$ cat src/source/sipo_full_config.svh
`ifndef SIPO_FULL_CONFIG_SVH
`define SIPO_FULL_CONFIG_SVH

// build-time configuration of the serial-in parallel-out assembler

// bits carried by one input word
`define SIPO_WIDTH 8

// words collected into one output array
`define SIPO_ELS 4

// output ordering
// 0 puts the first received word in slot 0
// 1 puts it in the highest slot
`define SIPO_HI_TO_LO 0

// buffering of slot 0
// 0 gives a two-entry fifo so the next array can start during the pop
// 1 gives a one-entry fifo and one idle input cycle per array
`define SIPO_MIN_BUF 0

`endif

$ cat src/source/sipo_full_pkg.sv
`default_nettype none

`include "sipo_full_config.svh"

package sipo_full_pkg;

  // slot pointer width, kept at one bit even for a single slot
  localparam int unsigned SLOT_IDX_W = (`SIPO_ELS > 1) ? $clog2(`SIPO_ELS) : 1;

  // one data word
  typedef logic [`SIPO_WIDTH-1:0] word_t;

  // index of a slot in the output array
  typedef logic [SLOT_IDX_W-1:0] slot_idx_t;

  // full output array with slot 0 in the low bits
  typedef logic [`SIPO_ELS-1:0][`SIPO_WIDTH-1:0] word_array_t;

  // occupancy of the two-entry fifo
  typedef enum logic [1:0]
  {
    TF_EMPTY = 2'd0,
    TF_ONE   = 2'd1,
    TF_TWO   = 2'd2
  } two_fifo_state_t;

endpackage

`default_nettype wire

$ cat src/source/sipo_full.sv
`default_nettype none

`include "sipo_full_config.svh"

// serial-in parallel-out assembler
// words come in one per handshake and leave as a full array
// the array is only valid once every slot holds a word
module sipo_full
(
  input  logic                       clk_i,
  input  logic                       rst_n_i,

  // serial input, valid/ready
  input  logic                       valid_i,
  output logic                       ready_o,
  input  sipo_full_pkg::word_t       data_i,

  // parallel output, valid/yumi
  output sipo_full_pkg::word_array_t data_o,
  output logic                       valid_o,
  input  logic                       yumi_i
);

  import sipo_full_pkg::*;

  // per-slot push handshake from the distributor
  logic [`SIPO_ELS-1:0] fifo_valid_in;
  logic [`SIPO_ELS-1:0] fifo_ready;

  // per-slot pop side
  logic [`SIPO_ELS-1:0] fifo_valid_out;
  word_array_t          fifo_data;

  // array complete when every slot has a word
  assign valid_o = &fifo_valid_out;

  // round-robin steering of the input handshake
  sipo_round_robin rr_inst
  (
    .clk_i   (clk_i),
    .rst_n_i (rst_n_i),
    .valid_i (valid_i),
    .ready_o (ready_o),
    .valid_o (fifo_valid_in),
    .ready_i (fifo_ready)
  );

  // one fifo per slot, all popped together by yumi
  for (genvar i = 0; i < `SIPO_ELS; i++)
  begin : g_slot
    // slot 0 choice sets the bubble behaviour
    if ((i == 0) && (`SIPO_MIN_BUF == 0))
    begin : g_two
      // spare entry absorbs the next array's first word
      sipo_two_fifo fifo_inst
      (
        .clk_i   (clk_i),
        .rst_n_i (rst_n_i),
        .valid_i (fifo_valid_in[i]),
        .ready_o (fifo_ready[i]),
        .data_i  (data_i),
        .valid_o (fifo_valid_out[i]),
        .data_o  (fifo_data[i]),
        .yumi_i  (yumi_i)
      );
    end
    else
    begin : g_one
      sipo_one_fifo fifo_inst
      (
        .clk_i   (clk_i),
        .rst_n_i (rst_n_i),
        .valid_i (fifo_valid_in[i]),
        .ready_o (fifo_ready[i]),
        .data_i  (data_i),
        .valid_o (fifo_valid_out[i]),
        .data_o  (fifo_data[i]),
        .yumi_i  (yumi_i)
      );
    end

    // output ordering, pure wiring
    if (`SIPO_HI_TO_LO != 0)
    begin : g_rev
      // first word ends up in the top slot
      assign data_o[`SIPO_ELS-1-i] = fifo_data[i];
    end
    else
    begin : g_fwd
      assign data_o[i] = fifo_data[i];
    end
  end

endmodule

`default_nettype wire

$ cat src/source/sipo_one_fifo.sv
`default_nettype none

// single-entry buffer for one slot of the array
// holds its word until the whole array is taken by yumi
module sipo_one_fifo
(
  input  logic                 clk_i,
  input  logic                 rst_n_i,

  // push side, valid/ready
  input  logic                 valid_i,
  output logic                 ready_o,
  input  sipo_full_pkg::word_t data_i,

  // pop side, valid/yumi
  output logic                 valid_o,
  output sipo_full_pkg::word_t data_o,
  input  logic                 yumi_i
);

  import sipo_full_pkg::*;

  // occupancy flag
  logic  full_q;

  // stored word
  word_t data_q;

  logic  push;

  // space only while empty, so no push in the pop cycle
  assign ready_o = ~full_q;
  assign valid_o = full_q;
  assign data_o  = data_q;

  assign push = valid_i & ~full_q;

  // yumi only arrives while full, so it never meets a push
  always_ff @(posedge clk_i)
  begin
    if (!rst_n_i)
    begin
      full_q <= 1'b0;
    end
    else if (yumi_i)
    begin
      full_q <= 1'b0;
    end
    else if (push)
    begin
      full_q <= 1'b1;
    end
  end

  // data register loads on push only
  always_ff @(posedge clk_i)
  begin
    if (push)
    begin
      data_q <= data_i;
    end
  end

endmodule

`default_nettype wire

$ cat src/source/sipo_round_robin.sv
`default_nettype none

`include "sipo_full_config.svh"

// steers the input handshake to one slot at a time
// the data bus itself goes to every slot, only the valid is routed
module sipo_round_robin
(
  input  logic                 clk_i,
  input  logic                 rst_n_i,

  // upstream handshake
  input  logic                 valid_i,
  output logic                 ready_o,

  // per-slot handshake toward the fifos
  output logic [`SIPO_ELS-1:0] valid_o,
  input  logic [`SIPO_ELS-1:0] ready_i
);

  import sipo_full_pkg::*;

  // slot that takes the next word
  slot_idx_t ptr_q;

  // last legal pointer value, used for the wrap
  localparam slot_idx_t LAST_SLOT = slot_idx_t'(`SIPO_ELS - 1);

  logic accept;

  // one-hot decode of the pointer
  // only the current slot sees the upstream valid
  always_comb
  begin
    for (int i = 0; i < `SIPO_ELS; i++)
    begin
      valid_o[i] = valid_i && (ptr_q == slot_idx_t'(i));
    end
  end

  // upstream ready follows the selected slot
  assign ready_o = ready_i[ptr_q];

  // a word moves on this edge
  assign accept = valid_i & ready_o;

  // pointer advances once per accepted word
  always_ff @(posedge clk_i)
  begin
    if (!rst_n_i)
    begin
      ptr_q <= '0;
    end
    else if (accept)
    begin
      // wrap after the last slot
      if (ptr_q == LAST_SLOT)
      begin
        ptr_q <= '0;
      end
      else
      begin
        ptr_q <= ptr_q + 1'b1;
      end
    end
  end

endmodule

`default_nettype wire

$ cat src/source/sipo_two_fifo.sv
`default_nettype none

// two-entry buffer for slot 0
// the spare entry lets the next array's first word land
// in the same cycle that the current array is taken
module sipo_two_fifo
(
  input  logic                 clk_i,
  input  logic                 rst_n_i,

  // push side, valid/ready
  input  logic                 valid_i,
  output logic                 ready_o,
  input  sipo_full_pkg::word_t data_i,

  // pop side, valid/yumi
  output logic                 valid_o,
  output sipo_full_pkg::word_t data_o,
  input  logic                 yumi_i
);

  import sipo_full_pkg::*;

  // occupancy
  two_fifo_state_t state_q;
  two_fifo_state_t state_d;

  // storage and pointers into it
  word_t           mem_q [2];
  logic            wr_ptr_q;
  logic            rd_ptr_q;

  logic            push;
  logic            pop;

  // full only with both entries used
  assign ready_o = (state_q != TF_TWO);
  assign valid_o = (state_q != TF_EMPTY);

  // head of the queue
  assign data_o = mem_q[rd_ptr_q];

  assign push = valid_i & ready_o;
  // pop qualified by valid, yumi is not expected while empty anyway
  assign pop  = yumi_i & valid_o;

  // next occupancy
  // push together with pop leaves the count unchanged
  always_comb
  begin
    state_d = state_q;
    case ({push, pop})
      2'b10:
      begin
        // one more entry
        if (state_q == TF_EMPTY)
        begin
          state_d = TF_ONE;
        end
        else
        begin
          state_d = TF_TWO;
        end
      end
      2'b01:
      begin
        // one fewer entry
        if (state_q == TF_TWO)
        begin
          state_d = TF_ONE;
        end
        else
        begin
          state_d = TF_EMPTY;
        end
      end
      default:
      begin
        state_d = state_q;
      end
    endcase
  end

  // control state
  always_ff @(posedge clk_i)
  begin
    if (!rst_n_i)
    begin
      state_q  <= TF_EMPTY;
      wr_ptr_q <= 1'b0;
      rd_ptr_q <= 1'b0;
    end
    else
    begin
      state_q <= state_d;
      // each pointer toggles on its own event
      if (push)
      begin
        wr_ptr_q <= ~wr_ptr_q;
      end
      if (pop)
      begin
        rd_ptr_q <= ~rd_ptr_q;
      end
    end
  end

  // storage write
  always_ff @(posedge clk_i)
  begin
    if (push)
    begin
      mem_q[wr_ptr_q] <= data_i;
    end
  end

endmodule

`default_nettype wire

$ cat config.mk
export PLATFORM = sky130hd
export DESIGN_NAME = sipo_full
export DESIGN_NICKNAME = d
export VERILOG_FILES = /design/src/source/sipo_full_pkg.sv /design/src/source/sipo_full.sv /design/src/source/sipo_one_fifo.sv /design/src/source/sipo_round_robin.sv /design/src/source/sipo_two_fifo.sv
export VERILOG_INCLUDE_DIRS = /design/src /design/src/source
export SDC_FILE = /design/constraint.sdc
export NUM_CORES = 1
export LEC_CHECK = 0
export BUFFER_PORTS_ARGS = -buffer_cell sky130_fd_sc_hd__buf_2
export CORE_MARGIN = 2
export CORE_UTILIZATION = 40
export DETAILED_ROUTE_END_ITERATION = 10
export MAX_ROUTING_LAYER = met4
export PLACE_DENSITY = 0.68
export RECOVER_POWER = 100
export SKIP_LAST_GASP = 1
export SLEW_MARGIN = 20
export SYNTH_ARGS = -nofsm -noshare
export SYNTH_HDL_FRONTEND = slang
export SYNTH_SLANG_ARGS = --single-unit
export TNS_END_PERCENT = 20
$ cat constraint.sdc
create_clock -name clk_i -period 2.1 [get_ports clk_i]
set_input_delay 0.315 -clock clk_i [delete_from_list [all_inputs] [get_ports clk_i]]
set_output_delay 0.315 -clock clk_i [all_outputs]
set_load 0.02 [all_outputs]
# Word-level counts from Yosys, hierarchy flattened
# Memories as Yosys holds them, arrays and structs flattened. A register that Yosys moved wholly into a read port is not among the register bits.
# Index checks and enable logic that the tools add are counted.
dict set report classes {
  mux 10
  n_reduce_logical 10
  n_lt_le_gt_ge 1
  n_eq_ne 7
  bitwise_logic 12
  addsub 1
}
# cell count
set op_table {}
lappend op_table {{$eq A2 B2 Y1 const B} 4}
lappend op_table {{$and A1 B1 Y1} 6}
lappend op_table {{$mux W1} 6}
lappend op_table {{$not A1 Y1} 6}
lappend op_table {{$eq A2 B1 Y1 const B} 2}
lappend op_table {{$logic_and A1 B1 Y1} 4}
lappend op_table {{$logic_not A2 Y1} 2}
lappend op_table {{$mux W2} 2}
lappend op_table {{$pmux W2 S2} 1}
lappend op_table {{$reduce_and A4 Y1} 1}
lappend op_table {{$reduce_bool A2 Y1} 2}
lappend op_table {{$lt A2 B3 Y1 const B} 1}
lappend op_table {{$add A2 B1 Y2 const B} 1}
lappend op_table {{$bmux W1 S2} 1}
lappend op_table {{$ne A2 B2 Y1 const B} 1}
lappend op_table {{$reduce_or A2 Y1} 1}
dict set report totals {
  inputBits 12
  mem_bits_rw 16
  elab_cells 52
  reg_bits 33
  mem_count 1
  out_inout_bits 34
}
# name words width rd rd_ports_with_merged_regs wr line_no
set memory_table {}
lappend memory_table {{g_slot[0].g_two.fifo_inst.mem_q} 2 8 1 1 1 sipo_two_fifo.sv:29} ;# word_t mem_q [2];

# Depth between registers and ports, before layout
# Gate-level depths: netlist of the first run.
dict set report depth {
  word_depth 5
  ltp_mapped 8
  ltp_nobuf 7
}

# By module
# A second synthesis of the first run with hierarchy kept.
dict set report hier_totals {
  hier_cells 113
  hier_area_um2 1884.3
}
# module cells_each n_inst area_each_um2 seq_area_each_um2
set modules_own_cells {}
lappend modules_own_cells {sipo_one_fifo 13 3 289.0 260.2}
lappend modules_own_cells {sipo_two_fifo 51 1 802.0 580.6}
lappend modules_own_cells {sipo_round_robin 22 1 206.4 40.0}
lappend modules_own_cells {sipo_full 1 1 8.8 0.0}

# Worst setup path after synthesis of the first run
# Ideal clock, no wire load.
dict set report synth_path {
  path_type {flip-flop to flip-flop}
  start {register rr_inst.ptr_q[0]}
  end {register g_slot[0].g_two.fifo_inst.state_q[0]}
  required_ps 2030
  stages_incl_launch_ff 8
  setup_time_ps 70
  arrival_time_ps 1531
  path_buffers 1
  path_slack_ps 499
  cell_sequence {dfxtp_1 > buf_6 > inv_1 > ha_1 > nand3_1 > ha_1 > or3_1 > a21oi_1}
}
dict set report synth_via {
  elab_chain_cells 5
  word_cells_on_any_way 7
}
# element line_no
set synth_lines {}
lappend synth_lines {{start, declared} sipo_round_robin.sv:24} ;# slot_idx_t ptr_q;
lappend synth_lines {{start signal, assigned} sipo_round_robin.sv:63} ;# ptr_q <= ptr_q + 1'b1;
lappend synth_lines {{$logic_not A2 Y1 (*)} sipo_round_robin.sv:37} ;# valid_o[i] = valid_i && (ptr_q == slot_idx_t'(i));
lappend synth_lines {{$logic_and A1 B1 Y1 (*)} sipo_round_robin.sv:37}
lappend synth_lines {{$and A1 B1 Y1 (*)} sipo_two_fifo.sv:43} ;# assign push = valid_i & ready_o;
lappend synth_lines {{$eq A2 B1 Y1 or $eq A2 B2 Y1 (tied branches)} sipo_two_fifo.sv:52} ;# case ({push, pop})
lappend synth_lines {{$pmux W2 S2 or $reduce_bool A2 Y1 (tied branches)} n/a}
lappend synth_lines {{end signal, assigned} sipo_two_fifo.sv:95} ;# state_q <= state_d;
lappend synth_lines {{end, declared} sipo_two_fifo.sv:25} ;# two_fifo_state_t state_q;
# Mark *: on every way between the ends. The rest lies on a longest branch, timed or not.
# A chain may end at the register's enable or synchronous reset.

# Worst setup path in the final report of the first run
dict set report layout_path {
  start {register rr_inst.ptr_q[0]}
  end {output ready_o}
}
dict set report layout_via {
  elab_chain_cells 2
}
# element line_no
set layout_lines {}
lappend layout_lines {{$bmux W1 S2} sipo_round_robin.sv:42} ;# assign ready_o = ready_i[ptr_q];
lappend layout_lines {{$mux W1 (not written as such)} sipo_round_robin.sv:42}
lappend layout_lines {{end, declared} sipo_full.sv:15} ;# output logic ready_o,
# Every way passes these cells. The select of a mux whose other input is x is not followed.

==> out/metrics.yaml, run 1 <==
grt_pass1_vias: 1058
p_per_area_mw_per_mm2: 1080
hold_violations: 0
area_growth_pct: 15.6
cp.required_ns: 1.78
ios: 46
critPathBufInv: 1
cts_buffer_depth: 2
p_switching_uw: 705
grt_use_met2_pct: 22.0
ys_seq_area_share_pct: 74.6
max-vdd-ir-drop_uv: 332
crit_type: "register to output pin"
cp_top_family: "flip-flops"
clock-root-buffer: "clkbuf_8"
fin_cells: 220
start_util_pct: 42.3
drv_slew: 0
nets: 184
clock-sinks: 50
busiest_layer: "met2"
p_leak_nw: 0.746
internal_power_mw: 1.64
wirelength_mm: 3.31
relSlewSlack_pct: 57.4
p_seq_share_pct: 55.3
cts_setup_buffers: 0
worst_pin_slew_ns: 0.636
clk_latency_ns: 0.29
comb_power_share_pct: 22.8
syn-num-nets: 133
antenna_found_initial: 0
sw_frac_of_total_pct: 30.0
drc_errors: 0
ctsHoldBuffers: 0
endpoint_kind: "output pin"
yosysUniqueCellTypes: 28
syn_area_mm2: 0.00188
use_met1_pct: 17.1
outcome: "complete, no violations"
min_path_type: "input port to register"
wire_per_inst_um: 15.0
grt_pass1_wl_mm: 5.25
power_frac_clock_pct: 21.9
rsz0062_at_grt: "false"
drtIter0Drc: 72
clkTransAtPathRegs_ns: 0.08
viasPerCell: 4.84
dp_hpwl_mm: 2.43
drt-pass1-iter-count: 4
die_y_um: 72.5
cap_violations: 0
dieArea_mm2: 0.00526
startpoint_type: "register"
vias: 1065
min_period_ns: 1.81
synth_warnings: 0
antenna_left: 0
die_w_um: 72.5
grt_max_degree: 15
grtUsageMet3_pct: 3.89
worst_path_max_delay_cell: "dfxtp_1"
track_usage_pct: 13.7
setup_violations: 0
cp_max_fo: 9
finalCritPeriodShare_pct: 86.2
htree_levels: 2
port_buffers: 45
rows: 24
slowest_delay_ns: 0.52
cts-buffers-inserted: 5
fmax_ghz: 0.552
fin_skew_ns: 0.00661
gp_congestion: 0.882
crit_chain: "mux2i_1, nand2_1, o31ai_1, clkbuf_1"
ys_seq_elements: 50
synth_area_per_cell_um2: 16.2
n_fill_cell: 424
cts_resized: 0
core_mm2: 0.00444
grt-ovfl-total: 0
crit_arrival_ns: 1.50
drive_gt1_share_pct: 11.3
diodes: 0
tritoncts: "yes"
postSynthCellCount: 116
dp.cells: 212
fin_setup_tns_ns: 0
## worst reg2reg max path: stages (launching register included)
cell	delay (ns)
dfxtp_1	0.52
inv_1	0.11
ha_1	0.24
nand3_1	0.12
ha_1	0.26
or3_1	0.35
a21oi_1	0.12
## metal layers
| layer | vias to the layer above | part of all wire (%) |
|---|---|---|
| met5 | - | 0 |
| met1 | 496 | 44 |
| met4 | 0 | 0.51 |
| met3 | 2 | 7.1 |
| met2 | 43 | 48 |
| li1 | 524 | - |
## cells by family after synthesis
logic type | synth area share (%)
flops | 74.6
xor+xnor | 0.933
simple gates | 6.60
fa+ha+maj | 3.33
buf+inv | 2.26
compound gates | 5.60
mux | 6.66
## state kept, by name, summed over array words and instances, names as in the netlist, named ones only
register	cells
g_slot.g_one.fifo_inst.data_o	24
g_slot.g_two.fifo_inst.mem_q	16
g_slot.g_one.fifo_inst.valid_o	3
g_slot.g_two.fifo_inst.state_q	2
rr_inst.ptr_q	2
g_slot.g_two.fifo_inst.rd_ptr_q	1
g_slot.g_two.fifo_inst.wr_ptr_q	1
## layout by cell type, fill, tap and decap left out, types with 2 or more instances in the layout
master and n:
clkbuf_1 46, edfxtp_1 40, dfxtp_1 10, nor2_1 9, mux2_2 8, nand2_1 7, inv_1 6, a21oi_1 6
ha_1 5, clkbuf_8 5, nand2b_1 3, buf_2 3, mux2i_1 2, a211oi_1 2, or3_1 2
## synth_stat cells
cell / number / area, um2
edfxtp_1: 40 / 1200
dfxtp_1: 10 / 200
nor2_1: 9 / 33.8
mux2_2: 8 / 90.1
nand2_1: 7 / 26.3
a21oi_1: 6 / 30.0
inv_1: 6 / 22.5
ha_1: 5 / 62.6
nand2b_1: 3 / 18.8
a211oi_1: 2 / 15.0
mux2i_1: 2 / 20.0
or3_1: 2 / 12.5
a31o_1: 1 / 8.76
a31o_2: 1 / 8.76
and2_4: 1 / 8.76
buf_2: 1 / 5.00
buf_6: 1 / 11.3
clkbuf_1: 1 / 3.75
mux2_4: 1 / 15.0
nand3_1: 1 / 5.00
nand4_1: 1 / 6.26
nor3b_2: 1 / 12.5
o2111a_1: 1 / 11.3
o21a_1: 1 / 7.51
o31ai_1: 1 / 7.51
o32ai_2: 1 / 16.3
xnor2_1: 1 / 8.76
xor2_1: 1 / 8.76
## final timing paths
path / endpoint / slack, ns / from / cells past startpoint
hold / removal: rr_inst.ptr_q[1]$_SDFFE_PN0P_ / 0.31 / rst_n_i / 2
setup reg to reg: g_slot[0].g_two.fifo_inst.state_q[0]$_SDFFE_PN0P_ / 0.32 / rr_inst.ptr_q[0]$_SDFFE_PN0P_ / 6
setup / recovery: ready_o / 0.29 / rr_inst.ptr_q[0]$_SDFFE_PN0P_ / 4
hold reg to reg: g_slot[0].g_two.fifo_inst.rd_ptr_q$_SDFFE_PN0P_ / 0.53 / g_slot[0].g_two.fifo_inst.rd_ptr_q$_SDFFE_PN0P_ / 2
## cell type report
class / instances / area, um2 / area share [%]
tap: 52 / 65.1 / 3.00
clock buffer: 7 / 76.3 / 3.52
inverter: 6 / 22.5 / 1.04
multi-input combinational: 57 / 422 / 19.4
sequential: 50 / 1400 / 64.6
clock inverter: 1 / 3.75 / 0.173
timing repair buffer: 47 / 180 / 8.30
## power by group through the flow
stage,Sequential [mW],Clock (mW),Combinational [mW]
6_report,1.30,0.514,0.535
3_3_place_gp,1.32,0,0.559
3_5_place_dp,1.33,0,0.574
4_1_cts,1.30,0.530,0.577
2_1_floorplan,1.32,0,0.409
5_1_grt,1.32,0.571,0.593
## metrics by stage
| step | hold slack, ns | total power, mW | area (um2) | setup slack [ns] | util (%) |
|---|---|---|---|---|---|
| final | 0.308 | 2.35 | 2170 | 0.289 | 48.8 |
| after global routing | 0.307 | 2.48 | 2170 | 0.157 | 48.8 |
| after CTS | 0.253 | 2.41 | 2240 | 0.293 | 50.5 |
| after detailed placement | 0.514 | 1.90 | 2160 | 0.310 | 48.7 |
| after global placement | 0.503 | 1.88 | 2160 | 0.382 | 48.7 |
| after floorplan | 0.414 | 1.73 | 1880 | 0.499 | - |
Power figures use the tool's default switching activity.
==> inputs of run 2 (changes only) <==
--- a/config.mk
+++ b/config.mk
@@ -9,6 +9,7 @@
 export BUFFER_PORTS_ARGS = -buffer_cell sky130_fd_sc_hd__buf_2
 export CORE_MARGIN = 2
 export CORE_UTILIZATION = 40
+export CTS_BUF_LIST = sky130_fd_sc_hd__clkbuf_4 sky130_fd_sc_hd__clkbuf_8
 export DETAILED_ROUTE_END_ITERATION = 10
 export MAX_ROUTING_LAYER = met4
 export PLACE_DENSITY = 0.68
==> run 2 against run 1 <==
Sequential share of layout area decreased by 0.22 points. Setup slack about the same. Via count increased by 0.28%. Sequential cell count unchanged. First-iteration DRC count increased by 2.8%. Worst hold slack about the same. Cell area increased by 0.35%. Wire length increased by 0.15%. Cell count unchanged. Clock skew about the same.
==> out/metrics.yaml, run 2 (synthesized netlist as in run 1, its figures left out) <==
final_area_mm2: 0.00218  # +0.35%
rsz0062_at_grt: "false"
drive_gt1_share_pct: 12.5  # +1.2 points
wirelength_mm: 3.31  # +0.15%
cp_num_cells: 4  # unchanged
ctsHoldBuffers: 0  # unchanged
final_common_cell: "clkbuf_1"
rows: 24  # unchanged
ios: 46  # unchanged
clk_latency_ns: 0.29  # about the same
nets: 184  # unchanged
vias: 1068  # +0.28%
grt-ovfl-total: 0  # unchanged
cts_setup_buffers: 0  # unchanged
dieArea_mm2: 0.00526  # unchanged
tritoncts: "yes"
cts_resized: 0  # unchanged
relSlewSlack_pct: 57.4  # unchanged
antenna_found_initial: 0  # unchanged
die_w_um: 72.5  # unchanged
fin_skew_ns: 0.00704  # +0.000429 ns
slowest_delay_ns: 0.52  # about the same
grt_pass1_wl_mm: 5.25  # unchanged
track_usage_pct: 13.7  # unchanged
grt_pass1_vias: 1058  # unchanged
finalCritPeriodShare_pct: 86.2  # about the same
die_y_um: 72.5  # unchanged
port_buffers: 45  # unchanged
critPathBufInv: 1  # unchanged
clock-root-buffer: "clkbuf_8"
area_growth_pct: 16.0
cp_max_fo: 9  # unchanged
n_fill_cell: 421  # -0.71%
fin_hold_ws_ns: 0.308  # -0.0000570 ns
crit_chain: "mux2i_1, nand2_1, o31ai_1, clkbuf_1"
start_util_pct: 42.3  # unchanged
clkTransAtPathRegs_ns: 0.08  # about the same
fmax_ghz: 0.552  # about the same
viasPerCell: 4.85  # +0.28%
startpoint_type: "register"
fin_setup_tns_ns: 0  # unchanged
cap_violations: 0  # unchanged
largest_reg_flops: 24  # unchanged
final_cell_mix: "clkbuf_1, edfxtp_1, dfxtp_1"
clock-sinks: 50  # unchanged
dp_hpwl_mm: 2.43  # unchanged
cts_buffer_depth: 2  # unchanged
gp_congestion: 0.882  # unchanged
crit_type: "register to output pin"
post-place-ws_ns: 0.310  # unchanged
cts-buffers-inserted: 5  # unchanged
cp.required_ns: 1.78  # about the same
min_period_ns: 1.81  # +0.0000480 ns
endpoint_kind: "output pin"
core_mm2: 0.00444  # unchanged
drv_slew: 0  # unchanged
worst_path_max_delay_cell: "dfxtp_1"
min_path_type: "input port to register"
htree_levels: 2  # unchanged
drtIter0Drc: 74  # +2.8%
fin_cells: 220  # unchanged
worst_pin_slew_ns: 0.636  # unchanged
hold_violations: 0  # unchanged
drc_errors: 0  # unchanged
cp_top_family: "flip-flops"
grt_max_degree: 15  # unchanged
hold_depth: 2  # unchanged
p_leak_nw: 0.753  # +0.92%
crit_arrival_ns: 1.50  # about the same
final.setup.worst_slack_ns: 0.289  # -0.0000480 ns
dp.cells: 212  # unchanged
drt-pass1-iter-count: 4  # unchanged
wire_per_inst_um: 15.1  # +0.15%
antenna_left: 0  # unchanged
diodes: 0  # unchanged
p_per_area_mw_per_mm2: 1090  # +0.84%
outcome: "complete, no violations"
setup_violations: 0  # unchanged
max-vdd-ir-drop_uv: 333  # +0.23%
r2r_cells: 6  # unchanged
dpl_cell_area_mm2: 0.00216  # unchanged
==> run 2: worst reg2reg max path, delay by kind of cell, from the launching register on <==
family,cells,cell delay (ns)
flip-flops,1,0.52
adder cells (fa/ha/maj),2,0.50
AND/OR/NAND/NOR,2,0.47
AO/OA/AOI/OAI,1,0.12
buffers and inverters,1,0.11
==> run 2: routing by layer <==
| metal | up-vias | part of all wire, % | track usage, % |
|---|---|---|---|
| met5 | - | 0 | - |
| met4 | 0 | 0.51 | 3.70 |
| met3 | 2 | 7.1 | 3.89 |
| met2 | 43 | 48 | 22.0 |
| met1 | 499 | 44 | 17.1 |
| li1 | 524 | - | - |
==> run 2: path summary, 6_finish.rpt <==
check	from	endpoint	slack (ns)
setup / recovery	rr_inst.ptr_q[0]$_SDFFE_PN0P_	ready_o	0.29
hold / removal	rst_n_i	rr_inst.ptr_q[1]$_SDFFE_PN0P_	0.31
setup reg to reg	rr_inst.ptr_q[0]$_SDFFE_PN0P_	g_slot[0].g_two.fifo_inst.state_q[0]$_SDFFE_PN0P_	0.32
hold reg to reg	g_slot[0].g_two.fifo_inst.rd_ptr_q$_SDFFE_PN0P_	g_slot[0].g_two.fifo_inst.rd_ptr_q$_SDFFE_PN0P_	0.53
==> run 2: power breakdown <==
group	internal, mW	total (mW)	switching, mW
Clock	0.258	0.541	0.283
Combinational	0.198	0.535	0.337
Sequential	1.21	1.30	0.0871
Total	1.67	2.38	0.707
==> run 2: cell type report <==
| cell class | count | area (um2) | area share (%) |
|---|---|---|---|
| well taps | 52 | 65.1 | 2.99 |
| clock inverters | 1 | 3.75 | 0.172 |
| clock buffers | 7 | 83.8 | 3.85 |
| inverters | 6 | 22.5 | 1.03 |
| flip-flops and latches | 50 | 1400 | 64.3 |
| repair buffers | 47 | 180 | 8.27 |
| multi-input cells | 57 | 422 | 19.4 |
==> run 2: stage by stage <==
| stage | power (mW) | util [%] |
|---|---|---|
| CTS | 2.43 | 50.6 |
| finish | 2.38 | 49.0 |
| global route | 2.51 | 49.0 |
| floorplan | 1.73 | - |
| global placement | 1.88 | 48.7 |
| detailed placement | 1.90 | 48.7 |
